File: src/me_geom_pkg.sv
`default_nettype none

package me_geom_pkg;

    localparam int BLK_EDGE = 4;
    localparam int PIX_W    = 8;
    localparam int NUM_CAND = 8;
    localparam int WIN_W    = BLK_EDGE + NUM_CAND - 1;

    // The largest SAD is 16 * 255 = 4080, which fits in 12 bits.
    localparam int SAD_W    = 12;
    localparam int IDX_W    = 3;
    localparam int ADDR_W   = 16;

    // Pixel 0 of a row sits in the least significant byte.
    typedef logic [BLK_EDGE-1:0][PIX_W-1:0] cur_row_t;
    typedef logic [WIN_W-1:0][PIX_W-1:0]    ref_row_t;

    typedef cur_row_t [BLK_EDGE-1:0] cur_block_t;
    typedef ref_row_t [BLK_EDGE-1:0] ref_window_t;

    // One SAD per horizontal candidate offset.
    typedef logic [NUM_CAND-1:0][SAD_W-1:0] sad_vec_t;

endpackage

`default_nettype wire

File: src/me_min_tree.sv
`timescale 1ns/1ps
`default_nettype none

module me_min_tree (
    input  wire                             clk,
    input  wire                             rst_i,
    input  wire me_geom_pkg::sad_vec_t      sad_vec_i,
    input  wire                             sad_valid_i,
    output logic [me_geom_pkg::SAD_W-1:0]   best_sad_o,
    output logic [me_geom_pkg::IDX_W-1:0]   best_idx_o,
    output logic                            done_o
);

    import me_geom_pkg::*;

    logic [SAD_W-1:0] pair_sad_d [NUM_CAND/2];
    logic [IDX_W-1:0] pair_idx_d [NUM_CAND/2];
    logic [SAD_W-1:0] pair_sad_q [NUM_CAND/2];
    logic [IDX_W-1:0] pair_idx_q [NUM_CAND/2];
    logic             pair_valid_q;
    logic [SAD_W-1:0] lo_sad;
    logic [IDX_W-1:0] lo_idx;
    logic [SAD_W-1:0] hi_sad;
    logic [IDX_W-1:0] hi_idx;
    logic [SAD_W-1:0] fin_sad;
    logic [IDX_W-1:0] fin_idx;

    // The odd candidate only wins when it is strictly smaller.
    always_comb
    begin
        for (int k = 0; k < NUM_CAND / 2; k++)
        begin
            if (sad_vec_i[2*k+1] < sad_vec_i[2*k])
            begin
                pair_sad_d[k] = sad_vec_i[2*k+1];
                pair_idx_d[k] = IDX_W'(2*k+1);
            end
            else
            begin
                pair_sad_d[k] = sad_vec_i[2*k];
                pair_idx_d[k] = IDX_W'(2*k);
            end
        end
    end

    always_comb
    begin
        lo_sad  = (pair_sad_q[1] < pair_sad_q[0]) ? pair_sad_q[1] : pair_sad_q[0];
        lo_idx  = (pair_sad_q[1] < pair_sad_q[0]) ? pair_idx_q[1] : pair_idx_q[0];
        hi_sad  = (pair_sad_q[3] < pair_sad_q[2]) ? pair_sad_q[3] : pair_sad_q[2];
        hi_idx  = (pair_sad_q[3] < pair_sad_q[2]) ? pair_idx_q[3] : pair_idx_q[2];
        fin_sad = (hi_sad < lo_sad) ? hi_sad : lo_sad;
        fin_idx = (hi_sad < lo_sad) ? hi_idx : lo_idx;
    end

    always_ff @(posedge clk)
    begin
        if (rst_i)
        begin
            pair_valid_q <= 1'b0;
            done_o       <= 1'b0;
        end
        else
        begin
            pair_valid_q <= sad_valid_i;
            done_o       <= pair_valid_q;
        end
    end

    // The result stays put between runs.
    always_ff @(posedge clk)
    begin
        if (sad_valid_i)
        begin
            pair_sad_q <= pair_sad_d;
            pair_idx_q <= pair_idx_d;
        end
        if (pair_valid_q)
        begin
            best_sad_o <= fin_sad;
            best_idx_o <= fin_idx;
        end
    end

    a_idx_range: assert property (@(posedge clk) disable iff (rst_i)
        done_o |-> (!$isunknown(best_idx_o) && (int'(best_idx_o) < NUM_CAND)));

endmodule

`default_nettype wire

File: config.mk
export PLATFORM = sky130hd
export DESIGN_NAME = me_min_tree
export DESIGN_NICKNAME = d
export VERILOG_FILES = /design/src/me_geom_pkg.sv /design/src/me_min_tree.sv
export SDC_FILE = /design/constraint.sdc
export NUM_CORES = 1
export LEC_CHECK = 0
export ABC_AREA = 1
export BUFFER_PORTS_ARGS = -buffer_cell sky130_fd_sc_hd__buf_4
export CORE_MARGIN = 4
export CORE_UTILIZATION = 55
export CTS_CLUSTER_SIZE = 30
export DETAILED_ROUTE_END_ITERATION = 10
export GPL_TIMING_DRIVEN = 0
export MAX_ROUTING_LAYER = met4
export PLACE_DENSITY = 0.89
export SYNTH_ARGS = -nofsm -noshare
export SYNTH_HDL_FRONTEND = slang
export SYNTH_SLANG_ARGS = --single-unit
File: constraint.sdc
create_clock -name clk -period 7.35 [get_ports clk]
set_clock_uncertainty 0.2 [all_clocks]
set_input_delay 1.47 -clock clk [delete_from_list [all_inputs] [get_ports clk]]
set_output_delay 1.47 -clock clk [all_outputs]
set_load 0.005 [all_outputs]
==> results.cfg, run 1 <==
[finish]
drive_above_1_share = 0.179
diodes = 0
final_nets = 924
syn2layout_area_growth_pct = 23.9
multi_input_area_sq_um = 2490
seqCellArea_sq_um = 2050
fin_util = 0.709
final_cells = 861
fill_cells = 670
design_area_sq_um = 6250

[run_status]
status = completed

[logic_synthesis]
synth_cells = 623
synth_area_sq_um = 5040
syn-num-nets = 799
yosysWarningCount = 0
ys_types = 18
synth-seq-area-share = 0.407
ys_ff_latch = 69
syn_area_per_cell_sq_um = 8.09

[critical_path]
path_cells = ha_1 > nand2_1 > nand2_1 > nand2_1 > nand2_1 > a21oi_1 > nand2_2 > clkbuf_1 > o21ai_0 > inv_1 > ha_1 > a21oi_1 > o21ai_0 > a21oi_1 > clkbuf_1 > nand3_1 > nand2_1
timing.critical_path.mode_cell = nand2_1
arrival_ns = 4.12
path_buf_inv = 3
cp-end-kind = register
r2r_start = pair_sad_q[33]$_DFFE_PP_
r2r_slack_ns = 3.22
crit_type = register to register
critPathSlowestCell = a21oi_1
critPathMaxFanout = 10
critPathTopFamily = compound AO/OA/AOI/OAI gates
cp_slowest_stage_delay_ns = 0.49
start_kind = register
timing.rr.end = best_sad_o[5]$_DFFE_PP_
required_ns = 7.34
worstRegToRegCells = 17

[floorplan]
die_h_um = 104
ios = 115
start_util = 0.572
die_w_um = 104
dieArea_sq_um = 10800
core_area_sq_um = 8810
fp-row-count = 34

[timing]
hold_viol = 0
fin_setup_tns_ns = 0
setup_violations = 0
fin_crit_sh = 0.562
period_minus_slack_ns = 4.13
maxSlewViolCount = 0
tightest_slew_ns = 0.673
max_freq_mhz = 242
rsz0062_at_grt = false
relSlewSlack = 0.551

[clock_network]
ctsResizeCount = 0
clk_latency_ns = 0.33
clock-sinks = 69
hold_buffers = 0
cts_max_path_buffers = 2
clkTransAtPathRegs_ns = 0.07
cts_tree = done
numCtsBuffers = 9
cts-root-buf = clkbuf_8
post_cts_buffers = 0
htreeDepth = 3

[worst_hold_path]
holdPathEnd = best_idx_o[0]$_DFFE_PP_
min_path_cells = 4
hp-start = pair_idx_q[9]$_DFFE_PP_
hold_path_class = register to register

[place]
io_buffers = 114
dp.cells = 845
post-dp-hpwl_um = 9650
gp_congestion = 0.890
place_area_sq_um = 6030

[detailed_routing]
first_iter_violations = 285
vias_per_cell = 5.18
vias = 4464
ant_nets = 0
drt-total-wl_um = 11400
drc = 0
routedWlPerCell_um = 13.2
drtPass1Iterations = 5

[grt]
grt_start_max_net_pins = 54
grt_antenna_before_repair = 0
track_usage = 0.225
grt_pass1_wl_um = 19500
grt_pass1_vias = 4376
globalRouteOverflowTotal = 0

[pwr]
p_total_mw = 1.43
power_density_nw_per_um2 = 229
ir_drop_mv = 0.125
leakagePower_nw = 3.28

[job]
cap_violations = 0
==> logic make-up after synthesis <==
kind of cell | after synthesis | synth area share
buf+inv | 130 | 0.0993
simple gates | 221 | 0.173
fa+ha+maj | 77 | 0.191
flops | 69 | 0.407
compound gates | 126 | 0.129
==> final cells by class <==
| type | instances | area share |
|---|---|---|
| plain buffers | 15 | 0.0110 |
| clock buffers | 9 | 0.0198 |
| clock inverters | 7 | 0.0144 |
| inverters | 115 | 0.0691 |
| multi-input cells | 424 | 0.398 |
| flip-flops and latches | 69 | 0.329 |
| well taps | 108 | 0.0216 |
| repair buffers | 114 | 0.137 |
==> placed cells by master, fill, tap and decap left out, types with 9 or more instances in the layout <==
cell type  instances
a21oi_1           38
o21ai_0           80
buf_4            115
nand3_1           21
nand2_1          182
clkbuf_8           9
ha_1              77
inv_1            115
edfxtp_1          67
nor2_1            14
clkbuf_1          12
==> worst min-delay path: stages (launching register included) <==
cell      delay, ns
edfxtp_1       0.35
nand2_1        0.06
nand2_1        0.06
nand2_1        0.06
nand2_1        0.05
==> cells in the mapped netlist <==
cell type | n | area (sq um)
buf_6 | 1 | 11.3
nor2_1 | 14 | 52.6
buf_4 | 1 | 7.51
nand2_1 | 182 | 683
a21boi_0 | 4 | 30.0
ha_1 | 77 | 963
nor3_1 | 1 | 5.00
clkbuf_1 | 12 | 45.0
nand3_1 | 21 | 105
nand2_2 | 1 | 6.26
o211ai_1 | 4 | 30.0
dfxtp_1 | 2 | 40.0
buf_2 | 1 | 5.00
edfxtp_1 | 67 | 2010
nand2_4 | 2 | 22.5
inv_1 | 115 | 432
a21oi_1 | 38 | 190
o21ai_0 | 80 | 400
==> per-layer routing <==
| layer | GRT usage | wire length, um | vias up |
|---|---|---|---|
| met5 | - | 0 | - |
| met1 | 0.290 | 5200 | 2000 |
| met3 | 0.0311 | 445 | 29 |
| li1 | - | - | 2300 |
| met4 | 0.0826 | 317 | 0 |
| met2 | 0.367 | 5420 | 135 |
==> power breakdown <==
part / internal (mW) / total [mW] / switching (mW) / leakage, nW
registers: 0.522 / 0.550 / 0.0274 / 0.662
clock network: 0.189 / 0.327 / 0.137 / 0.107
logic: 0.223 / 0.554 / 0.330 / 2.51
==> worst max-delay path by stage <==
stage	start	to	cells after the start
after global placement	pair_sad_q[35]$_DFFE_PP_	best_sad_o[5]$_DFFE_PP_	17
after global routing	pair_sad_q[11]$_DFFE_PP_	best_sad_o[4]$_DFFE_PP_	19
after floorplan	pair_sad_q[7]$_DFFE_PP_	best_idx_o[0]$_DFFE_PP_	19
final	pair_sad_q[33]$_DFFE_PP_	best_sad_o[5]$_DFFE_PP_	17
after CTS	pair_sad_q[9]$_DFFE_PP_	best_sad_o[5]$_DFFE_PP_	19
after detailed placement	pair_sad_q[33]$_DFFE_PP_	best_sad_o[5]$_DFFE_PP_	17
==> state kept, by name, summed over array words and instances, names as in the netlist <==
signal	count
pair_sad_q	48
pair_idx_q	4
best_sad_o	12
pair_valid_q	1
best_idx_o	3
done_o	1
==> stage by stage <==
stage / setup slack [ns] / hold WS [ns]
global placement: 3.40 / 0.461
finish: 3.22 / 0.471
CTS: 3.26 / 0.487
detailed placement: 3.30 / 0.458
floorplan: 4.03 / 0.373
global route: 2.81 / 0.501
(Power assumes the default switching activity.)
==> run 2: changes to the inputs <==
Settings changed: ABC_AREA 1 to 0, PLACE_DENSITY 0.89 to 0.87.
Clock period 7.35 ns to 3.8 ns, I/O delays scaled along.
==> run 2 against run 1 <==
The run now ends with negative setup slack left. Final area grew 33%. Sequential power grew 100%. Sequential cell count is the same. Non-clock buffer count grew 56. Setup slack lost 4.0 ns. Power grew to 2.9 times the previous value. Critical path type unchanged.
==> results.cfg, run 2 <==
[grt]
grt_pass1_vias = 6183
grt_antenna_before_repair = 0
grt_pass1_wl_um = 31000
grt_start_max_net_pins = 54
globalRoute.busiestLayer = met2
use_met2 = 0.511
gr-usage-met3 = 0.0492
grtUsageMet1 = 0.372
globalRouteOverflowTotal = 0
track_usage = 0.311

[finish]
largest_reg_flops = 48
layout_common_cells = buf_4, nand3_1, inv_1
top_regs = pair_sad_q x48, best_sad_o x12, pair_idx_q x4
syn2layout_area_growth_pct = 33.2
final_nets = 993
diodes = 0
fill_cells = 699
final_common_cell = buf_4
top_register = pair_sad_q
drive_above_1_share = 0.270

[timing]
fin_ws_ns = -0.750
setup_violations = 15
max_freq_mhz = 220
hold_viol = 0
period_minus_slack_ns = 4.55
maxSlewViolCount = 0
tightest_slew_ns = 0.809
fin_setup_tns_ns = -9.59
fin_crit_sh = 1.20
rsz0062_at_grt = true
relSlewSlack = 0.456

[logic_synthesis]
synth-async-reset-ratio = 0
yosysMostFrequentCell = inv_1
yosysTopAreaCellShare = 0.324
synthXorXnorAreaFrac = 0
ys_types = 41
syn-num-nets = 837
synth_top_family_by_area = compound AO/OA/AOI/OAI gates
yosysTopAreaCell = edfxtp_1
synth_edf_count = 67
yosysWarningCount = 0
yosys-mux-area-fraction = 0.0813
syn_area_per_cell_sq_um = 9.41
synthFlopType = edfxtp_1
yosys-top-cells-count = inv_1, ha_1, nand3_1
ys_ff_latch = 69
synth_compound_area_frac = 0.182
yosys.area_share.adder = 0.155
synth_cells = 661
synthSimpleGateAreaFrac = 0.176
synth-seq-area-share = 0.330
synth.area.top_cells = edfxtp_1, ha_1, nand3_1, mux2i_1, a211oi_1
synth_area_sq_um = 6220

[clock_network]
hold_buffers = 0
numCtsBuffers = 9
clk_latency_ns = 0.35
clkTransAtPathRegs_ns = 0.06
cts_max_path_buffers = 2
clock-sinks = 69
htreeDepth = 3
cts_tree = done
cts-root-buf = clkbuf_16

[place]
io_buffers = 114
post-dp-hpwl_um = 13100
gp_congestion = 0.942
place_ws_ns = -0.576

[worst_hold_path]
holdPathEnd = done_o$_SDFF_PP0_
hp-start = rst_i
hold_path_class = primary input to register
min_path_cells = 2

[run_status]
violations = negative setup slack
status = finished, violations left

[pwr]
leakagePower_nw = 3.51
power_density_nw_per_um2 = 504
p_total_mw = 4.17
ir_drop_mv = 0.457

[critical_path]
r2r_start = pair_sad_q[7]$_DFFE_PP_
timing.rr.end = best_sad_o[7]$_DFFE_PP_
required_ns = 3.76
crit_type = register to register
r2r_slack_ns = -0.75
cp-end-kind = register
critPathMaxFanout = 5
arrival_ns = 4.51
worstRegToRegCells = 18
start_kind = register

[floorplan]
core_area_sq_um = 10900
die_h_um = 114
ios = 115
die_w_um = 114
dieArea_sq_um = 13100
fp-row-count = 38
start_util = 0.569

[detailed_routing]
first_iter_violations = 784
vias_per_cell = 6.59
vias = 6336
drc = 0
routedWlPerCell_um = 22.2
ant_nets = 0
drt-total-wl_um = 21300
drtPass1Iterations = 5

[job]
cap_violations = 0
## run 2: cell types whose count changed in the layout (fill, tap and decap cells not counted), moves of 24 or more
cell / delta
nand2_1: -179
nand3_1: +56
buf_4: +24
o211ai_1: +32
nor3b_1: +36
clkbuf_1: +24
inv_1: -41
a21oi_1: -26
nor3_1: +32
o21ai_0: -72
a211oi_1: +40
## run 2: worst max path at each step
stage	endpoint	depth (start not counted)	slack (ns)	start
finish	best_sad_o[7]$_DFFE_PP_	18	-0.75	pair_sad_q[7]$_DFFE_PP_
floorplan	best_sad_o[4]$_DFFE_PP_	16	-0.04	pair_sad_q[14]$_DFFE_PP_
global placement	best_sad_o[6]$_DFFE_PP_	15	-0.45	pair_sad_q[7]$_DFFE_PP_
detailed placement	best_sad_o[7]$_DFFE_PP_	16	-0.58	pair_sad_q[5]$_DFFE_PP_
CTS	best_sad_o[7]$_DFFE_PP_	16	-0.23	pair_sad_q[5]$_DFFE_PP_
global route	best_sad_o[5]$_DFFE_PP_	15	-0.80	pair_sad_q[30]$_DFFE_PP_
## run 2: cell type report
class | instances | area, sq um | area share
inverters | 79 | 297 | 0.0358
plain buffers | 40 | 194 | 0.0234
multi-input cells | 473 | 4090 | 0.494
clock inverters | 5 | 85.1 | 0.0103
flip-flops and latches | 69 | 2050 | 0.248
repair buffers | 145 | 1150 | 0.139
clock buffers | 11 | 233 | 0.0281
well taps | 140 | 175 | 0.0212
## run 2: layer usage
layer / part of all wire / wire length, um
met5: 0 / 0
met4: 0.060 / 1280
met3: 0.094 / 2000
met2: 0.48 / 10300
met1: 0.36 / 7740
## run 2: timing repair
item / in CTS / in global routing
pin swaps: 9 / 4
setup buffers: 20 / 9
gates resized for setup: 53 / 20
endpoints found under the setup margin: 15 / 15
gates cloned: 1 / 1
## run 2: cells by family after synthesis
| family | after synthesis |
|---|---|
| AND/OR/NAND/NOR | 194 |
| buffers and inverters | 119 |
| adder cells (fa/ha/maj) | 77 |
| multiplexers | 49 |
| AO/OA/AOI/OAI | 153 |
| flip-flops | 69 |
## run 2: per-stage QoR
stage	cell area (sq um)	instances	util	hold WS [ns]
3_3_place_gp	7300	915	0.668	0.393
3_5_place_dp	7300	915	0.668	0.427
4_1_cts	8060	952	0.737	0.393
6_report	8280	962	0.757	0.380
5_1_grt	8280	962	0.757	0.385
2_1_floorplan	6270	661	-	0.375
## run 2: critical path, stage by stage (launching register included)
cell	delay, ns
edfxtp_1	0.51
ha_1	0.37
nand4_1	0.13
nor2_2	0.25
a2111oi_4	0.14
o21ai_4	0.22
buf_6	0.16
buf_12	0.15
mux2i_4	0.31
inv_2	0.08
ha_4	0.23
a21o_1	0.19
a21oi_2	0.13
nor3_2	0.07
a2111oi_4	0.35
a21boi_4	0.31
buf_12	0.14
buf_12	0.14
mux2i_2	0.28
## run 2: where the power goes
group	leakage, nW	switching [mW]	total (mW)	internal (mW)
clock	0.150	0.330	0.907	0.577
sequential	0.667	0.0979	1.11	1.02
combinational	2.69	1.10	2.15	1.05
