--- config.mk ---
export PLATFORM = sky130hd
export DESIGN_NAME = me_cur_buffer_flat
export DESIGN_NICKNAME = d
export VERILOG_FILES = /design/src/me_ctrl_pkg.sv /design/src/me_geom_pkg.sv /design/src/me_load_if.sv /design/src/me_cur_buffer.sv /design/src/flat_wrapper.sv
export SDC_FILE = /design/constraint.sdc
export NUM_CORES = 1
export LEC_CHECK = 0
export BUFFER_PORTS_ARGS = -buffer_cell sky130_fd_sc_hd__buf_2
export CORE_UTILIZATION = 49
export CTS_CLUSTER_DIAMETER = 200
export DETAILED_ROUTE_END_ITERATION = 8
export PLACE_DENSITY_LB_ADDON = 0.15
export SYNTH_ARGS = -nofsm -noshare
export SYNTH_HDL_FRONTEND = slang
export SYNTH_SLANG_ARGS = --single-unit
--- constraint.sdc ---
create_clock -name clk -period 3.03 [get_ports clk]
set_input_delay 0.7575 -clock clk [delete_from_list [all_inputs] [get_ports clk]]
set_output_delay 0.7575 -clock clk [all_outputs]
set_load 0.05 [all_outputs]
--- src/me_ctrl_pkg.sv ---
`default_nettype none

package me_ctrl_pkg;

    localparam int ROW_W = 2;

    typedef enum logic [1:0] {
        ST_IDLE,
        ST_FETCH,
        ST_LAND,
        ST_CALC
    } fetch_state_t;

endpackage

`default_nettype wire

--- src/me_geom_pkg.sv ---
`default_nettype none

package me_geom_pkg;

    localparam int BLK_EDGE = 4;
    localparam int PIX_W    = 8;
    localparam int NUM_CAND = 8;
    localparam int WIN_W    = BLK_EDGE + NUM_CAND - 1;

    // The largest SAD is 16 * 255 = 4080, which fits in 12 bits.
    localparam int SAD_W    = 12;
    localparam int IDX_W    = 3;
    localparam int ADDR_W   = 16;

    // Pixel 0 of a row sits in the least significant byte.
    typedef logic [BLK_EDGE-1:0][PIX_W-1:0] cur_row_t;
    typedef logic [WIN_W-1:0][PIX_W-1:0]    ref_row_t;

    typedef cur_row_t [BLK_EDGE-1:0] cur_block_t;
    typedef ref_row_t [BLK_EDGE-1:0] ref_window_t;

    // One SAD per horizontal candidate offset.
    typedef logic [NUM_CAND-1:0][SAD_W-1:0] sad_vec_t;

endpackage

`default_nettype wire

--- src/me_load_if.sv ---
`timescale 1ns/1ps
`default_nettype none

interface me_load_if;

    import me_geom_pkg::*;
    import me_ctrl_pkg::*;

    logic             load_valid;
    logic [ROW_W-1:0] row;
    cur_row_t         cur_row;
    ref_row_t         ref_row;

    modport ctrl (output load_valid, output row, output cur_row, output ref_row);

    modport sink (input load_valid, input row, input cur_row, input ref_row);

endinterface

`default_nettype wire

--- src/me_cur_buffer.sv ---
`timescale 1ns/1ps
`default_nettype none

module me_cur_buffer (
    input  wire                      clk,
    input  wire                      rst_i,
    me_load_if.sink                  load,
    output me_geom_pkg::cur_block_t  cur_blk_o
);

    // One 4-pixel row is written per load cycle, at the tagged row.
    always_ff @(posedge clk)
    begin
        if (rst_i)
        begin
            cur_blk_o <= '0;
        end
        else if (load.load_valid)
        begin
            cur_blk_o[load.row] <= load.cur_row;
        end
    end

endmodule

`default_nettype wire

--- src/flat_wrapper.sv ---
// flat-port wrapper written by rule: the top's interface ports become plain ports
module me_cur_buffer_flat 
  (clk, rst_i, cur_blk_o, load_load_valid, load_row, load_cur_row, load_ref_row);
  me_load_if load_i ();
  input  wire clk;
  input  wire rst_i;
  output me_geom_pkg::cur_block_t cur_blk_o;
  input wire logic [$bits(load_i.load_valid)-1:0] load_load_valid;
  input wire logic [$bits(load_i.row)-1:0] load_row;
  input wire logic [$bits(load_i.cur_row)-1:0] load_cur_row;
  input wire logic [$bits(load_i.ref_row)-1:0] load_ref_row;
  assign load_i.load_valid = load_load_valid;
  assign load_i.row = load_row;
  assign load_i.cur_row = load_cur_row;
  assign load_i.ref_row = load_ref_row;
  me_cur_buffer u_core (.clk(clk), .rst_i(rst_i), .load(load_i), .cur_blk_o(cur_blk_o));
endmodule
==> results of run 1 <==
==> power by group through the flow <==
stage                     combinational (mW)  sequential, mW  clock, mW
after detailed placement               0.501            1.81          0
after floorplan                        0.169            2.01          0
after CTS                              0.503            1.77       2.14
after global placement                 0.494            1.81          0
after global routing                   0.527            1.78       2.20
final                                  0.498            1.77       2.10
==> per-layer routing <==
layer | up-vias | share of wire (%)
met5 | - | 0
met1 | 1709 | 44
li1 | 1818 | -
met2 | 100 | 48
met4 | 0 | 0.93
met3 | 12 | 7.2
==> Yosys cell counts <==
| master | instances |
|---|---|
| clkbuf_1 | 18 |
| buf_2 | 11 |
| nand2b_1 | 160 |
| and3b_1 | 1 |
| buf_6 | 3 |
| mux2i_1 | 128 |
| or3b_1 | 1 |
| nand3b_1 | 2 |
| dfxtp_1 | 128 |
| nand3_1 | 1 |
| and3_1 | 1 |
==> cells by family (layout without fill, tap and decap cells) <==
group,Yosys count,count (layout),share of synthesized area (%)
buffers and inverters,32,201,3.100
flip-flops,128,128,50.79
AND/OR/NAND/NOR,166,166,20.71
multiplexers,128,128,25.40
==> stage by stage <==
stage	hold WS, ns	instance area (um2)	power [mW]	setup slack (ns)	utilization [%]
floorplan	0.6928	5045	2.184	1.382	-
global placement	0.4557	5958	2.299	0.8249	60.40
detailed placement	0.4570	5958	2.309	0.7947	60.40
CTS	0.4697	6571	4.412	1.100	66.62
global route	0.4909	6571	4.511	1.082	66.62
finish	0.4652	6571	4.368	1.129	66.62
==> cells in the final DEF, fill, tap and decap left out <==
| cell | n |
|---|---|
| clkbuf_16 | 16 |
| mux2i_1 | 128 |
| clkbuf_1 | 5 |
| dfxtp_1 | 128 |
| buf_4 | 3 |
| and3b_1 | 1 |
| and3_1 | 1 |
| buf_12 | 3 |
| nand3b_1 | 2 |
| bufinv_16 | 4 |
| or3b_2 | 1 |
| nand3_1 | 1 |
| clkinv_2 | 1 |
| clkbuf_8 | 5 |
| nand2b_1 | 160 |
| buf_2 | 164 |
==> layout make-up <==
| cell class | instances | area (um2) | area share [%] |
|---|---|---|---|
| tap | 133 | 166.4 | 2.532 |
| sequential | 128 | 2562 | 38.99 |
| multi-input combinational | 294 | 2326 | 35.40 |
| clock inverter | 5 | 125.1 | 1.904 |
| timing repair buffer | 170 | 903.4 | 13.75 |
| clock buffer | 26 | 488.0 | 7.426 |
==> worst min path at each step <==
stage	from	to	slack, ns	cells after the start
after floorplan	u_core.cur_blk_o[100]	u_core.cur_blk_o[100]	0.69	2
after global placement	u_core.cur_blk_o[105]	u_core.cur_blk_o[105]	0.46	2
after detailed placement	u_core.cur_blk_o[93]	u_core.cur_blk_o[93]	0.46	2
after CTS	u_core.cur_blk_o[111]	u_core.cur_blk_o[111]	0.47	2
after global routing	u_core.cur_blk_o[41]	u_core.cur_blk_o[41]	0.49	2
final	u_core.cur_blk_o[111]	u_core.cur_blk_o[111]	0.47	2
==> worst register-to-register path: stages (launching register included) <==
cell      delay (ns)
dfxtp_1         0.33
nand2b_1        0.07
mux2i_1         0.16
==> flow_summary.ini, run 1 <==
[synthesis]
netlist_area_um2 = 5045
synth-seq-cells = 128
synth_top_area_share_pct = 50.79
ys_types = 11
yosysWarnings = 0
synth_area_leaders = dfxtp_1 51%, mux2i_1 25%, nand2b_1 20%, clkbuf_1 1.3%, buf_2 1.1%
syn_area_per_cell_um2 = 11.11
postSynthCellCount = 454
synthesis.nets = 579
synth-seq-area-share_pct = 50.79
yosysTopAreaCell = dfxtp_1

[critical_path]
crit_family = flip-flops
crit_path_end_kind = primary output
path_cells = buf_2
r2r_slack_ns = 2.39
required_ns = 2.27
cp-endpoint = cur_blk_o[65]
slowest_delay_ns = 0.36
start_kind = flop
cp_max_fo = 2
crit_type = reg2out
r2r-end = u_core.cur_blk_o[96]
reg2reg_depth = 2
crit_path_top_delay_cell = dfxtp_1
timing.critical_path.buf_inv = 1
critPathLaunch = u_core.cur_blk_o[65]
critPathArrivalTime_ns = 1.14
cp.depth = 1
timing.rr.start = u_core.cur_blk_o[96]

[detailed_routing]
wl_per_cell_um = 14.71
remaining_drc_errors = 0
first_pass_iters = 4
num_vias = 3639
drt_wl_total_mm = 11.12
route.detailed.vias_per_inst = 4.813
drt_iter0_drc = 46
ant_nets = 0

[final_layout]
fillers = 798
areaGrowthSynthToFinish_pct = 30.26
antenna_cells = 0
largest_reg_flops = 128
top_regs = u_core.cur_blk_o (128)
top_register = u_core.cur_blk_o
fin_cells = 756
num-nets-final = 736
layout-drive-gt1-share_pct = 31.62

[grt]
met1_usage_pct = 24.53
grt_util_all_layers_pct = 21.31
grt_max_degree = 63
grt_pass1_wl_mm = 17.11
use_met2_pct = 35.97
antenna_found_initial = 0
use_met3_pct = 8.199
grt_pass1_vias = 3482
grt.busiest_layer = met2
grt_overflow = 0

[power]
intPower_mw = 3.318
pwr-share-comb_pct = 11.4
swShare_pct = 24.06
power_density_nw_per_um2 = 664.8
ir_worst_vdd_uv = 287.5
p_leak_nw = 3.441
seqPwrFrac_pct = 40.6
p_sw_mw = 1.051
power_frac_clock_pct = 48.0

[clock_network]
cts-root-buf = clkbuf_8
cts.sinks = 128
htree_levels = 4
cts-buffers-inserted = 17
cts_hold_buffers = 0
cts_tree = yes
worstSkewPairLatency_ns = 0.51
cts_buffer_depth = 2
cts.repair.resized = 0
post_cts.repair.setup_buffers = 0
clk_pin_slew_worst_paths_ns = 0.05

[die]
core-area_um2 = 9864
placementRows = 36
initial_core_util_pct = 51.14
die_h_um = 103.5
ios = 253
die_w_um = 103.5
dieArea_um2 = 10710

[timing]
finalSetupViolations = 0
finClkSkew_ns = 0
slew_violations = 0
max_slew_margin_pct = 51.07
fin_crit_sh_pct = 62.74
tns_ns = 0
worst_slew_pin_slew_ns = 0.7319
hold_violations = 0
fmax_mhz = 526.1
period_minus_slack_ns = 1.901
rsz0062_at_grt = no

[min_path]
hold_class = reg2reg

[placed_design]
hpwlAfterDp_mm = 7.302
place.gp.congestion = 0.6946
portBuffers = 164
dp_cells = 725

[outcome]
status = finished, final reports clean

[job]
drv_cap = 0
No activity file was read; power rests on OpenSTA's default activity.
==> run 2: changes to the inputs <==
Settings changed: CORE_UTILIZATION 49 to 46.
Clock period 3.03 ns to 1.94 ns, I/O delays scaled along.
==> run 2 against run 1 <==
Against the previous run:
- worst setup slack got worse by 0.79 ns
- count of clock-buffer cells in the layout fell by 9
- cell count rose by 1.1%
- clock power rose by 37%
- combinational power rose by 57%
- final area fell by 0.48%
- critical endpoint is now cur_blk_o[125]
==> flow_summary.ini, run 2 (same netlist as run 1, synthesis figures left out) <==
[die]
ios = 253
placementRows = 37
die_w_um = 106.7
dieArea_um2 = 11390
initial_core_util_pct = 48.22
die_h_um = 106.7
core-area_um2 = 10460

[detailed_routing]
drt_iter0_drc = 160
ant_nets = 0
first_pass_iters = 4
remaining_drc_errors = 0
num_vias = 3624
route.detailed.vias_per_inst = 4.743
wl_per_cell_um = 14.39
drt_wl_total_mm = 10.99

[critical_path]
timing.critical_path.buf_inv = 1
critPathLaunch = u_core.cur_blk_o[125]
crit_path_top_delay_cell = dfxtp_1
cp_max_fo = 2
required_ns = 1.45
slowest_delay_ns = 0.35
start_kind = flop
crit_type = reg2out
timing.rr.start = u_core.cur_blk_o[125]
crit_family = flip-flops
path_cells = buf_2
crit_path_end_kind = primary output
critPathArrivalTime_ns = 1.11

[clock_network]
worstSkewPairLatency_ns = 0.49
cts-root-buf = clkbuf_8
cts_hold_buffers = 0
cts-buffers-inserted = 17
cts.sinks = 128
cts.repair.resized = 0
cts_buffer_depth = 2
cts_tree = yes
htree_levels = 4
clk_pin_slew_worst_paths_ns = 0.06
post_cts.repair.setup_buffers = 0

[final_layout]
final_cell_mix = 164 x buf_2, 160 x nand2b_1, 128 x mux2i_1, 128 x dfxtp_1, 16 x clkbuf_16
finalInstanceArea_um2 = 6540
layout-drive-gt1-share_pct = 32.96
fillers = 916
antenna_cells = 0
num-nets-final = 740
top_regs = u_core.cur_blk_o (128)
areaGrowthSynthToFinish_pct = 29.64
largest_reg_flops = 128
final_common_cell = buf_2
top_register = u_core.cur_blk_o

[timing]
tns_ns = 0
finClkSkew_ns = 0
worst_slew_pin_slew_ns = 0.4212
rsz0062_at_grt = no
period_minus_slack_ns = 1.596
setup_ws_ns = 0.3441
hold_violations = 0
max_slew_margin_pct = 71.92
fin_crit_sh_pct = 82.27
slew_violations = 0
finalSetupViolations = 0
fmax_mhz = 626.6
holdWs_ns = 0.3284

[placed_design]
pre_cts_ws_ns = 0.2932
place.gp.congestion = 0.7305
portBuffers = 164
hpwlAfterDp_mm = 7.477
dpl-instance-area_um2 = 5992

[grt]
use_met3_pct = 5.957
met1_usage_pct = 24.52
grt_max_degree = 106
antenna_found_initial = 0
grt_overflow = 0
grt_pass1_wl_mm = 17.69
grt_pass1_vias = 3574
grt_util_all_layers_pct = 19.80
use_met2_pct = 32.72
grt.busiest_layer = met2

[power]
seqPwrFrac_pct = 43.1
p_sw_mw = 1.753
power_frac_clock_pct = 44.8
power_density_nw_per_um2 = 982.5
intPower_mw = 4.672
ir_worst_vdd_uv = 544.5
p_leak_nw = 3.412
swShare_pct = 27.28
pwr-share-comb_pct = 12.2

[job]
drv_cap = 0

[min_path]
hold_class = in2reg
hold_start = load_cur_row[24]

[outcome]
status = finished, final reports clean
run 2: power by group through the flow:
| stage | Combinational, mW | Sequential (mW) | Clock [mW] |
|---|---|---|---|
| after detailed placement | 0.788 | 2.82 | 0 |
| after global placement | 0.775 | 2.82 | 0 |
| after floorplan | 0.265 | 3.15 | 0 |
| after global routing | 0.824 | 2.78 | 3.07 |
| after CTS | 0.790 | 2.77 | 2.95 |
| final | 0.783 | 2.77 | 2.88 |
run 2: layout make-up:
class	instances	area [um2]	share of cell area, %
Sequential cell	128	2562	39.18
Timing Repair Buffer	174	933.4	14.27
Clock buffer	17	414.1	6.333
Multi-Input combinational cell	294	2326	35.57
Tap cell	136	170.2	2.602
Clock inverter	15	133.9	2.047
run 2: worst paths after layout:
path	end	slack (ns)	depth (start not counted)
worst max-delay path	cur_blk_o[125]	0.34	1
worst max register to register	u_core.cur_blk_o[125]	1.32	2
worst min-delay path	u_core.cur_blk_o[56]	0.33	3
worst min register to register	u_core.cur_blk_o[110]	0.47	2
run 2: metal layers:
layer | up-vias | share of wire [%]
met4 | 0 | 1.1
met5 | - | 0
li1 | 1816 | -
met2 | 96 | 48
met1 | 1702 | 46
met3 | 10 | 5.1
run 2: worst reg2reg max path, cell delays in order (launching register included):
cell and delay (ns):
dfxtp_1 0.35, nand2b_1 0.06, mux2i_1 0.13
run 2: per-stage QoR:
step / utilization (%) / instances / power (mW)
after detailed placement: 57.27 / 732 / 3.611
after global routing: 62.51 / 764 / 6.675
after floorplan: - / 454 / 3.411
after CTS: 62.51 / 764 / 6.506
after global placement: 57.27 / 732 / 3.595
final: 62.51 / 764 / 6.425
==> run 3: changes to the inputs <==
Settings changed: CORE_UTILIZATION 46 to 41.
Clock period 1.94 ns to 1.4 ns, I/O delays scaled along.
==> run 3 against run 2 <==
Against the previous run:
- total power grew 56%
- via count grew 0.44%
- sequential power grew 39%
==> flow_summary.ini, run 3 (same netlist as run 1, synthesis figures left out) <==
[critical_path]
cp_max_fo = 2
slowest_delay_ns = 0.35
crit_path_end_kind = primary output
reg2reg_depth = 2
path_cells = buf_2
critPathArrivalTime_ns = 1.02
start_kind = flop
crit_family = flip-flops
cp.depth = 1
crit_type = reg2out
timing.critical_path.buf_inv = 1
required_ns = 1.05
crit_path_top_delay_cell = dfxtp_1

[final_layout]
final_common_cell = nand2b_1
num-nets-final = 746
top_regs = u_core.cur_blk_o (128)
final_cell_mix = 160 x nand2b_1, 136 x buf_2, 128 x mux2i_1, 128 x dfxtp_1, 28 x clkbuf_4
antenna_cells = 0
finalInstanceArea_um2 = 6848
layout-drive-gt1-share_pct = 33.60
top_register = u_core.cur_blk_o
largest_reg_flops = 128
areaGrowthSynthToFinish_pct = 35.74

[clock_network]
post_cts.repair.setup_buffers = 0
cts-root-buf = clkbuf_16
cts.repair.resized = 0
cts_hold_buffers = 0
cts_buffer_depth = 2
cts.sinks = 128
clk_pin_slew_worst_paths_ns = 0.05
worstSkewPairLatency_ns = 0.40
cts_tree = yes
cts-buffers-inserted = 17
htree_levels = 4

[power]
power_density_nw_per_um2 = 1464
ir_worst_vdd_uv = 678.1
p_leak_nw = 3.524
finalPower_mw = 10.02

[timing]
finClkSkew_ns = 0
slew_violations = 0
fin_crit_sh_pct = 97.59
rsz0062_at_grt = no
holdWs_ns = 0.2778
period_minus_slack_ns = 1.366
finalSetupViolations = 0
tns_ns = 0
max_slew_margin_pct = 75.92
worst_slew_pin_slew_ns = 0.3612
hold_violations = 0
fmax_mhz = 731.9

[placed_design]
dpl-instance-area_um2 = 6090
place.gp.congestion = 0.6986
portBuffers = 164
hpwlAfterDp_mm = 7.707

[detailed_routing]
wl_met1_mm = 5.338
route.detailed.vias_per_inst = 4.661
drt_iter0_drc = 204
top_layer = met4
num_vias = 3640
wl_per_cell_um = 14.64
drt_wl_total_mm = 11.43
remaining_drc_errors = 0
wl_met2_mm = 5.173
ant_nets = 0
wl_met3_um = 810
first_pass_iters = 4

[die]
placementRows = 40
core-area_um2 = 12010
die_w_um = 112.9
dieArea_um2 = 12750
ios = 253
die_h_um = 112.9
initial_core_util_pct = 42.00

[min_path]
hold_depth = 3
hold_class = in2reg

[grt]
grt_pass1_vias = 3662
grt_util_all_layers_pct = 18.76
grt_pass1_wl_mm = 18.65
antenna_found_initial = 0
grt_overflow = 0
grt_max_degree = 76

[job]
drv_cap = 0

[outcome]
status = finished, final reports clean
-- run 3: final timing paths --
| kind | start | slack (ns) | end |
|---|---|---|---|
| worst max register to register | u_core.cur_blk_o[69] | 0.77 | u_core.cur_blk_o[69] |
| worst min register to register | u_core.cur_blk_o[36] | 0.47 | u_core.cur_blk_o[36] |
| worst min-delay path | load_cur_row[24] | 0.28 | u_core.cur_blk_o[120] |
| worst max-delay path | u_core.cur_blk_o[105] | 0.03 | cur_blk_o[105] |
-- run 3: final cells by class --
class	count	area (um2)
clock inverters	10	203.9
clock buffers	22	484.2
well taps	147	183.9
multi-input cells	294	2327
repair buffers	180	1086
fillers	1063	5164
flip-flops and latches	128	2562
-- run 3: metrics by stage --
| stage | util [%] | instances | setup WS [ns] |
|---|---|---|---|
| finish | 57.01 | 781 | 0.03376 |
| global route | 57.01 | 781 | 0.0002821 |
| CTS | 56.43 | 781 | 0.005573 |
| detailed placement | 50.70 | 749 | -0.1241 |
| global placement | 50.70 | 749 | -0.1045 |
| floorplan | - | 454 | 0.1590 |
-- run 3: power breakdown --
group	total, mW	switching, mW	internal (mW)
clock network	5.06	1.54	3.53
logic	1.12	0.753	0.368
registers	3.84	0.0634	3.78
-- run 3: per-layer routing --
| layer | up-vias | track usage (%) |
|---|---|---|
| met5 | - | 0 |
| met4 | 0 | 6.316 |
| li1 | 1830 | - |
| met2 | 107 | 29.51 |
| met3 | 10 | 7.713 |
| met1 | 1693 | 23.30 |
