--- src/me_ctrl_pkg.sv ---
`default_nettype none

package me_ctrl_pkg;

    localparam int ROW_W = 2;

    typedef enum logic [1:0] {
        ST_IDLE,
        ST_FETCH,
        ST_LAND,
        ST_CALC
    } fetch_state_t;

endpackage

`default_nettype wire

--- src/me_geom_pkg.sv ---
`default_nettype none

package me_geom_pkg;

    localparam int BLK_EDGE = 4;
    localparam int PIX_W    = 8;
    localparam int NUM_CAND = 8;
    localparam int WIN_W    = BLK_EDGE + NUM_CAND - 1;

    // The largest SAD is 16 * 255 = 4080, which fits in 12 bits.
    localparam int SAD_W    = 12;
    localparam int IDX_W    = 3;
    localparam int ADDR_W   = 16;

    // Pixel 0 of a row sits in the least significant byte.
    typedef logic [BLK_EDGE-1:0][PIX_W-1:0] cur_row_t;
    typedef logic [WIN_W-1:0][PIX_W-1:0]    ref_row_t;

    typedef cur_row_t [BLK_EDGE-1:0] cur_block_t;
    typedef ref_row_t [BLK_EDGE-1:0] ref_window_t;

    // One SAD per horizontal candidate offset.
    typedef logic [NUM_CAND-1:0][SAD_W-1:0] sad_vec_t;

endpackage

`default_nettype wire

--- src/me_load_if.sv ---
`timescale 1ns/1ps
`default_nettype none

interface me_load_if;

    import me_geom_pkg::*;
    import me_ctrl_pkg::*;

    logic             load_valid;
    logic [ROW_W-1:0] row;
    cur_row_t         cur_row;
    ref_row_t         ref_row;

    modport ctrl (output load_valid, output row, output cur_row, output ref_row);

    modport sink (input load_valid, input row, input cur_row, input ref_row);

endinterface

`default_nettype wire

--- src/me_ref_window.sv ---
`timescale 1ns/1ps
`default_nettype none

module me_ref_window (
    input  wire                       clk,
    input  wire                       rst_i,
    me_load_if.sink                   load,
    output me_geom_pkg::ref_window_t  ref_win_o
);

    // Each row holds eleven pixels, enough for all eight horizontal offsets.
    // The SAD array takes candidate c as pixels c to c + 3 of every row.
    always_ff @(posedge clk)
    begin
        if (rst_i)
        begin
            ref_win_o <= '0;
        end
        else if (load.load_valid)
        begin
            ref_win_o[load.row] <= load.ref_row;
        end
    end

endmodule

`default_nettype wire

--- src/flat_wrapper.sv ---
// flat-port wrapper written by rule: the top's interface ports become plain ports
module me_ref_window_flat 
  (clk, rst_i, ref_win_o, load_load_valid, load_row, load_cur_row, load_ref_row);
  me_load_if load_i ();
  input  wire clk;
  input  wire rst_i;
  output me_geom_pkg::ref_window_t ref_win_o;
  input wire logic [$bits(load_i.load_valid)-1:0] load_load_valid;
  input wire logic [$bits(load_i.row)-1:0] load_row;
  input wire logic [$bits(load_i.cur_row)-1:0] load_cur_row;
  input wire logic [$bits(load_i.ref_row)-1:0] load_ref_row;
  assign load_i.load_valid = load_load_valid;
  assign load_i.row = load_row;
  assign load_i.cur_row = load_cur_row;
  assign load_i.ref_row = load_ref_row;
  me_ref_window u_core (.clk(clk), .rst_i(rst_i), .load(load_i), .ref_win_o(ref_win_o));
endmodule
--- config.mk ---
export PLATFORM = sky130hd
export DESIGN_NAME = me_ref_window_flat
export DESIGN_NICKNAME = d
export VERILOG_FILES = /design/src/me_ctrl_pkg.sv /design/src/me_geom_pkg.sv /design/src/me_load_if.sv /design/src/me_ref_window.sv /design/src/flat_wrapper.sv
export SDC_FILE = /design/constraint.sdc
export NUM_CORES = 1
export LEC_CHECK = 0
export BUFFER_PORTS_ARGS = -buffer_cell sky130_fd_sc_hd__buf_2
export CORE_ASPECT_RATIO = 1.25
export CORE_MARGIN = 8
export CORE_UTILIZATION = 30
export DETAILED_ROUTE_END_ITERATION = 16
export PLACE_DENSITY_LB_ADDON = 0.2
export SYNTH_ARGS = -nofsm -noshare
export SYNTH_HDL_FRONTEND = slang
export SYNTH_SLANG_ARGS = --single-unit
--- constraint.sdc ---
create_clock -name clk -period 1.18 [get_ports clk]
set_input_delay 0.236 -clock clk [delete_from_list [all_inputs] [get_ports clk]]
set_output_delay 0.236 -clock clk [all_outputs]
set_load 0.005 [all_outputs]
==> impl_metrics.yaml, run 1 <==
synth:
  synth_largest_area_cell: "dfxtp_1"
  seq_area_frac_synth_pct: 51.15
  synth-seq-cells: 352
  syn_nets: 1364
  yosys.cell_types.count: 12
  synth.area.top_cells: "dfxtp_1 (51%), mux2i_1 (26%), nand2b_1 (20%), clkbuf_1 (1.4%), buf_2 (1.1%)"
  synthDominantCellAreaShare_pct: 51.15
  synthCells: 1239
  synthesis.area_mm2: 0.01378
  yosys_warnings: 0
  syn_avg_cell_area_um2: 11.12
sta:
  setup_slack_ns: -0.05978
  drv_slew: 0
  fin_crit_ns: 1.240
  rsz0062_at_grt: "yes"
  skew_ns: 0
  hold_ws_ns: 0.03395
  finalHoldViolations: 0
  final-setup-viol-count: 352
  worst_pin_slew_ns: 0.3900
  fin_crit_sh_pct: 105.1
  maxSlewHeadroom_pct: 74.00
  fmax_mhz: 806.6
routing:
  drt-pass1-iter-count: 4
  first_iter_violations: 329
  drc: 0
  routed_wl_um: 44840
  ant_nets: 0
  num_vias: 10476
  via_per_inst: 4.358
  wire_per_inst_um: 18.65
clock_network:
  path_clk_slew_ns: 0.06
  worstSkewPairLatency_ns: 0.54
  numClockSinks: 352
  cts_made_buffers: 38
  h-tree-depth: 2
  root_buffer: "clkbuf_16"
  tritoncts: "yes"
  clockBufferDepth: 3
global_routing:
  grt_pass1_wl_um: 67540
  grt_busiest_layer: "met2"
  met1_usage_pct: 17.42
  grt_max_degree: 72
  globalRouteTotalUtil_pct: 16.02
  use_met3_pct: 5.353
  grt_pass1_vias: 10974
  grt-ovfl-total: 0
  antenna_found_initial: 1
  met2_usage_pct: 28.95
critical_path:
  crit_slowest_cell: "dfxtp_2"
  reg2reg_from: "u_core.ref_win_o[161]"
  slowest_delay_ns: 0.35
  reg2reg_slack_ns: 0.37
  cp_data_arrival_time_ns: 1.00
  worstReg2RegEnd: "u_core.ref_win_o[161]"
  cp_max_fo: 2
  path_delay_family: "flip-flops"
  crit_required_ns: 0.94
  end_kind: "primary output"
  crit_type: "register to primary output"
  cp-start-kind: "register"
  cp_num_cells: 1
  worst-path-buf-inv: 1
  worstPathCellList: "buf_2"
  reg2reg_depth: 4
power:
  peakVddDrop_uv: 899.5
  p_leak_nw: 10.37
  powerDensity_mw_per_mm2: 1291
placed_design:
  dpl.hpwl_um: 32060
  gp_congestion: 0.7697
  dpl_cell_area_mm2: 0.01722
  io_buffers: 444
outcome:
  violations: "negative setup slack"
  status: "finished with violations"
floorplanning:
  die_x_um: 207.7
  io_pins: 477
  die_h_um: 255.6
  die_area_mm2: 0.05308
  coreArea_mm2: 0.04580
  rows: 88
  start_util_pct: 30.08
cells_and_area:
  final_cell_mix: "nand2b_1 (440), mux2i_1 (352), dfxtp_2 (352), buf_6 (274), buf_2 (169)"
  finalNetCount: 1919
  final_area_mm2: 0.02128
  top_register: "u_core.ref_win_o"
  area_growth_pct: 54.49
  layout-drive-gt1-share_pct: 55.39
  largest_reg_flops: 352
  n_fill_cell: 4310
  final_common_cell: "nand2b_1"
  largestRegisters: "u_core.ref_win_o (352)"
worst_hold_path:
  hold_end: "u_core.ref_win_o[156]"
  hold_class: "input pin to register"
  hold_depth: 3
  min_from: "load_ref_row[68]"
run:
  max-cap-violations: 0
## how the worst max path moves through the flow
| stage | startpoint | endpoint | slack (ns) |
|---|---|---|---|
| after floorplan | load_row[1] | u_core.ref_win_o[76] | -0.07 |
| after global placement | load_load_valid | u_core.ref_win_o[51] | -0.19 |
| after detailed placement | load_load_valid | u_core.ref_win_o[43] | -0.21 |
| after CTS | u_core.ref_win_o[322] | ref_win_o[322] | -0.12 |
| after global routing | u_core.ref_win_o[305] | ref_win_o[305] | -0.11 |
| final | u_core.ref_win_o[322] | ref_win_o[322] | -0.06 |
## where the power goes
part / internal, W / leakage [nW] / total (W) / switching, W
sequential: 0.0124 / 3.02 / 0.0127 / 0.000298
clock: 0.00703 / 0.601 / 0.0119 / 0.00483
combinational: 0.00170 / 6.74 / 0.00293 / 0.00124
## layer usage
layer  vias up  wire length, um  share of wire, %
met2       263            23090                51
met4         0             1120               2.5
met3        65             2887               6.4
met5         -                0                 0
met1      4966            17740                40
li1       5182                -                 -
## synth_stat cells
master and n:
and3_1 1, or3b_1 1, buf_2 31, nand3_1 1, mux2i_1 352, and3b_1 1, nand2b_1 440, clkbuf_1 51
buf_6 3, dfxtp_1 352, nand3b_1 2, buf_4 4
## stage by stage
stage | std cells | setup TNS [ns] | total power (W) | setup WS (ns) | utilization [%]
after detailed placement | 2250 | -49.45 | 0.01526 | -0.2098 | 37.60
after floorplan | 1239 | -1.974 | 0.01401 | -0.07294 | -
after CTS | 2348 | -27.38 | 0.02777 | -0.1186 | 44.88
after global routing | 2404 | -28.40 | 0.02864 | -0.1147 | 46.47
final | 2404 | -11.12 | 0.02748 | -0.05978 | 46.47
after global placement | 2250 | -41.30 | 0.01522 | -0.1866 | 37.60
## layout make-up
cell class / count / area, um2 / area share (%)
antenna: 1 / 2.502 / 0.01176
clock buffer: 59 / 1174 / 5.514
clock inverter: 5 / 52.55 / 0.2469
multi-input combinational: 798 / 6327 / 29.73
sequential: 352 / 7487 / 35.18
tap: 585 / 732.0 / 3.439
timing repair buffer: 604 / 5509 / 25.88
## tightest hold or removal path, stage by stage
cell	delay [ns]
buf_2	0.08
nand2b_1	0.10
mux2i_1	0.13
## logic make-up (layout without fill, tap and decap cells)
| logic type | after synthesis | in the layout | synth area share (%) |
|---|---|---|---|
| flops | 352 | 352 | 51.15 |
| buf+inv | 89 | 668 | 2.979 |
| other cells | 0 | 1 | 0 |
| mux | 352 | 352 | 25.57 |
| simple gates | 446 | 446 | 20.30 |
## repair_timing
action,4_1_cts,5_1_grt
resized for setup,595,51
hold endpoints to repair,7,0
buffers inserted,29,55
hold buffers,5,0
pin swaps,0,0
endpoints found under the setup margin,352,352
Note: power is estimated with default switching activity, not from simulation.
==> inputs of run 2 (changes only) <==
- CORE_UTILIZATION: 30 -> 45
- RECOVER_POWER: unset -> 50
- SKIP_LAST_GASP: unset -> 1
==> run 2 against run 1 <==
The run still ends with negative setup slack left. Non-clock buffer count is 12 higher. Final cell count shrank 7.0%. Die area down 31%. Via count rose by 3.1%. Sequential share of layout area is 0.51 points higher. Routed wire length is 3.5% lower. Final area decreased by 1.3%. Critical path type unchanged. Highest routed layer is now met5.
==> impl_metrics.yaml, run 2 (same netlist as run 1, synthesis figures left out) <==
power:
  p_leak_nw: 10.39
  p_total_w: 0.02755
  comb_power_share_pct: 10.4
  p_seq_share_pct: 46.1
  swShare_pct: 23.05
  peakVddDrop_uv: 1003
  clockPowerShare_pct: 43.5
  powerDensity_mw_per_mm2: 1312
  cell_internal_pwr_w: 0.02120
  p_switching_w: 0.006350
critical_path:
  path_delay_family: "flip-flops"
  crit_required_ns: 0.94
  worst-path-buf-inv: 1
  slowest_delay_ns: 0.36
  end_kind: "primary output"
  cp_data_arrival_time_ns: 1.01
  worstPathCellList: "buf_6"
  crit_slowest_cell: "dfxtp_4"
  crit_type: "register to primary output"
  cp-start-kind: "register"
  cp_max_fo: 2
  reg2reg_from: "u_core.ref_win_o[121]"
  crit_start: "u_core.ref_win_o[143]"
global_routing:
  grt-ovfl-total: 0
  grt_pass1_wl_um: 63400
  grt_max_degree: 66
  globalRouteTotalUtil_pct: 21.56
  antenna_found_initial: 5
  grt_pass1_vias: 11225
cells_and_area:
  finalNetCount: 1930
  post-route-util_pct: 69.72
  final_common_cell: "nand2b_1"
  multi_input_comb_area_mm2: 0.006322
  final_cells: 2235
  top_register: "u_core.ref_win_o"
  regArea_mm2: 0.007493
  largestRegisters: "u_core.ref_win_o (352)"
  n_fill_cell: 2180
  final_cell_mix: "nand2b_1 (440), mux2i_1 (352), dfxtp_2 (348), buf_6 (282), buf_2 (160)"
  area_growth_pct: 52.41
  largest_reg_flops: 352
  layout-drive-gt1-share_pct: 55.65
placed_design:
  post-place-cells: 2058
  dpl.hpwl_um: 29150
  io_buffers: 444
  gp_congestion: 0.8030
routing:
  num_vias: 10796
  first_iter_violations: 382
  drt-pass1-iter-count: 4
  drc: 0
  via_per_inst: 4.830
  routed_wl_um: 43270
  wire_per_inst_um: 19.36
  ant_nets: 0
clock_network:
  path_clk_slew_ns: 0.06
  cts_made_buffers: 37
  numClockSinks: 352
  h-tree-depth: 2
  clockBufferDepth: 3
  root_buffer: "clkbuf_16"
  worstSkewPairLatency_ns: 0.51
  tritoncts: "yes"
sta:
  fmax_mhz: 803.4
  hold_ws_ns: 0.03953
  tns_ns: -5.704
  maxSlewHeadroom_pct: 54.15
  drv_slew: 0
  fin_crit_ns: 1.245
  fin_crit_sh_pct: 105.5
  setup_slack_ns: -0.06475
  rsz0062_at_grt: "yes"
  worst_pin_slew_ns: 0.6878
  skew_ns: 0
  final-setup-viol-count: 343
  finalHoldViolations: 0
floorplanning:
  die_area_mm2: 0.03651
  rows: 71
  start_util_pct: 45.75
  die_x_um: 172.5
  die_h_um: 211.6
  io_pins: 477
  coreArea_mm2: 0.03012
run:
  max-cap-violations: 0
worst_hold_path:
  hold_class: "input pin to register"
  min_from: "load_ref_row[73]"
outcome:
  status: "finished with violations"
  violations: "negative setup slack"
[run 2: changes by cell type in the layout (fill, tap and decap cells not counted), moves of 8 or more]
cell | previous run | this run
buf_12 | 28 | 15
clkbuf_2 | 0 | 13
buf_6 | 274 | 282
buf_2 | 169 | 160
[run 2: worst paths after layout]
path | end | slack, ns | cells past startpoint
setup reg to reg | u_core.ref_win_o[121] | 0.33 | 4
hold reg to reg | u_core.ref_win_o[312] | 0.47 | 2
setup / recovery | ref_win_o[143] | -0.06 | 1
hold / removal | u_core.ref_win_o[73] | 0.04 | 3
[run 2: final cells by class]
cell class / count / area share, %
diodes: 1 / 0.01192
clock buffers: 52 / 5.214
clock inverters: 15 / 0.7746
multi-input cells: 798 / 30.11
flip-flops and latches: 352 / 35.69
well taps: 401 / 2.389
repair buffers: 616 / 25.81
[run 2: what timing repair did]
action | in CTS | in global routing
endpoints found under the setup margin | 352 | 352
hold buffers | 0 | 0
setup buffers | 31 | 78
resized for setup | 576 | 69
[run 2: worst reg2reg max path, delay by kind of cell, from the launching register on]
kind | cells | cell delay, ns
DFF | 1 | 0.33
buffers and inverters | 2 | 0.25
muxes | 1 | 0.08
and+or+nand+nor | 1 | 0.06
[run 2: stage by stage]
| step | setup WS, ns | cell area [um2] |
|---|---|---|
| final | -0.06475 | 21000 |
| after global routing | -0.09666 | 21000 |
| after CTS | -0.08785 | 20150 |
| after detailed placement | -0.1825 | 16870 |
| after global placement | -0.1622 | 16870 |
| after floorplan | -0.07294 | 13800 |
[run 2: routing by layer]
layer	vias to the layer above	GRT usage [%]	share of wire, %
li1	5187	-	-
met3	102	7.271	6.7
met1	5161	23.34	38
met5	-	0	0.12
met4	8	10.30	4.6
met2	338	37.53	50
[run 2: power by group through the flow]
stage / combinational (W) / clock, W / sequential [W]
final: 0.00288 / 0.0120 / 0.0127
after global routing: 0.00307 / 0.0128 / 0.0127
after CTS: 0.00273 / 0.0122 / 0.0127
after detailed placement: 0.00239 / 0 / 0.0128
after global placement: 0.00237 / 0 / 0.0128
after floorplan: 0.00120 / 0 / 0.0128
==> inputs of run 3 (changes only) <==
- BUFFER_PORTS_ARGS: -buffer_cell sky130_fd_sc_hd__buf_2 -> -buffer_cell sky130_fd_sc_hd__buf_4
- TNS_END_PERCENT: unset -> 20
==> run 3 against run 2 <==
Power shrank 2.1%. Clock skew is the same. Core utilization shrank 2.1 points. Critical endpoint is now ref_win_o[211]. Worst hold slack gained 0.027 ns. The run still ends with negative setup slack left. Setup slack gained 0.031 ns. Sequential power is essentially flat. Final area shrank 3.0%. Maximum frequency grew 2.6%. Final cell count shrank 3.2%. Highest routed layer unchanged. Register-to-register slack gained 0.09 ns. Count of clock-buffer cells in the layout is the same.
==> impl_metrics.yaml, run 3 (same netlist as run 1, synthesis figures left out) <==
floorplanning:
  start_util_pct: 45.75
  die_h_um: 211.6
  die_area_mm2: 0.03651
  coreArea_mm2: 0.03012
  rows: 71
  die_x_um: 172.5
  io_pins: 477
critical_path:
  end_kind: "primary output"
  worstPathCellList: "buf_4"
  cp_data_arrival_time_ns: 0.98
  cp_max_fo: 2
  cp_num_cells: 1
  reg2reg_depth: 3
  crit_type: "register to primary output"
  crit_required_ns: 0.94
  worst-path-buf-inv: 1
  slowest_delay_ns: 0.36
  crit_slowest_cell: "dfxtp_1"
  cp-start-kind: "register"
  path_delay_family: "flip-flops"
routing:
  num_vias: 10422
  ant_nets: 0
  routed_wl_um: 41880
  first_iter_violations: 382
  drt-pass1-iter-count: 4
  drc: 0
  via_per_inst: 4.818
  wire_per_inst_um: 19.36
placed_design:
  io_buffers: 444
  dpl.hpwl_um: 30650
  post-place-cells: 2061
  gp_congestion: 0.8181
cells_and_area:
  area_growth_pct: 47.83
  top_register: "u_core.ref_win_o"
  layout-drive-gt1-share_pct: 44.38
  largestRegisters: "u_core.ref_win_o (352)"
  final_common_cell: "nand2b_1"
  final_cells: 2163
  largest_reg_flops: 352
  diodes: 0
  final_cell_mix: "nand2b_1 (440), buf_4 (378), mux2i_1 (352), dfxtp_2 (177), dfxtp_1 (174)"
  n_fill_cell: 2335
  finalNetCount: 1863
power:
  cell_internal_pwr_w: 0.02096
  p_switching_w: 0.006003
  peakVddDrop_uv: 1023
  p_leak_nw: 9.996
  powerDensity_mw_per_mm2: 1324
  p_seq_share_pct: 46.8
  comb_power_share_pct: 10.7
  swShare_pct: 22.27
  clockPowerShare_pct: 42.5
clock_network:
  numClockSinks: 352
  tritoncts: "yes"
  cts_made_buffers: 35
  hold_buffers: 0
  path_clk_slew_ns: 0.06
  clockBufferDepth: 3
  worstSkewPairLatency_ns: 0.50
  h-tree-depth: 2
  root_buffer: "clkbuf_16"
global_routing:
  grt-ovfl-total: 0
  globalRouteTotalUtil_pct: 21.62
  antenna_found_initial: 2
  grt_pass1_vias: 11059
  grt_pass1_wl_um: 63500
  grt_max_degree: 76
run:
  max-cap-violations: 0
outcome:
  violations: "negative setup slack"
  status: "finished with violations"
sta:
  maxSlewHeadroom_pct: 81.37
  fin_crit_ns: 1.213
  skew_ns: 0
  final-setup-viol-count: 173
  drv_slew: 0
  hold_ws_ns: 0.06639
  worst_pin_slew_ns: 0.2795
  fmax_mhz: 824.2
  rsz0062_at_grt: "yes"
  fin_crit_sh_pct: 102.8
  tns_ns: -1.373
  finalHoldViolations: 0
  setup_slack_ns: -0.03327
worst_hold_path:
  hold_class: "input pin to register"
  hold_depth: 3
## run 3: power by group through the flow
stage / Clock (W) / Combinational (W) / Sequential (W)
5_1_grt: 0.0122 / 0.00308 / 0.0127
2_1_floorplan: 0 / 0.00120 / 0.0128
6_report: 0.0115 / 0.00288 / 0.0126
3_5_place_dp: 0 / 0.00273 / 0.0128
4_1_cts: 0.0117 / 0.00281 / 0.0126
3_3_place_gp: 0 / 0.00270 / 0.0128
## run 3: layout make-up
type                    count  area [um2]  share of cell area [%]
well taps                 401       501.7                   2.463
multi-input cells         798        6327                   31.07
clock buffers              52        1032                   5.068
clock inverters             9       147.6                  0.7249
repair buffers            551        5086                   24.97
flip-flops and latches    352        7272                   35.70
## run 3: through the flow
stage                     utilization [%]  setup WS (ns)  instance area [um2]  total power [W]
after floorplan                         -       -0.07294                13800          0.01401
after global placement              60.22        -0.2145                18140          0.01551
after detailed placement            60.22        -0.2199                18140          0.01555
after CTS                           65.64       -0.04889                19770          0.02710
after global routing                67.63       -0.06703                20370          0.02793
final                               67.63       -0.03327                20370          0.02696
## run 3: what timing repair did
| action | in CTS | in global routing |
|---|---|---|
| cloned | 0 | 0 |
| buffers inserted | 12 | 29 |
| gates resized for setup | 149 | 168 |
| setup endpoints to repair | 352 | 352 |
## run 3: path summary, 6_finish.rpt
check                     endpoint  slack (ns)             startpoint
max                 ref_win_o[211]       -0.03  u_core.ref_win_o[211]
min          u_core.ref_win_o[140]        0.07       load_ref_row[52]
max reg2reg   u_core.ref_win_o[57]        0.42   u_core.ref_win_o[57]
min reg2reg  u_core.ref_win_o[279]        0.47  u_core.ref_win_o[279]
## run 3: layer usage
layer	vias up	part of all wire (%)	GRT usage, %
met5	-	0.055	0
met4	4	4.6	10.18
met3	93	7.6	7.236
met2	336	50	38.15
met1	4929	38	23.08
li1	5060	-	-
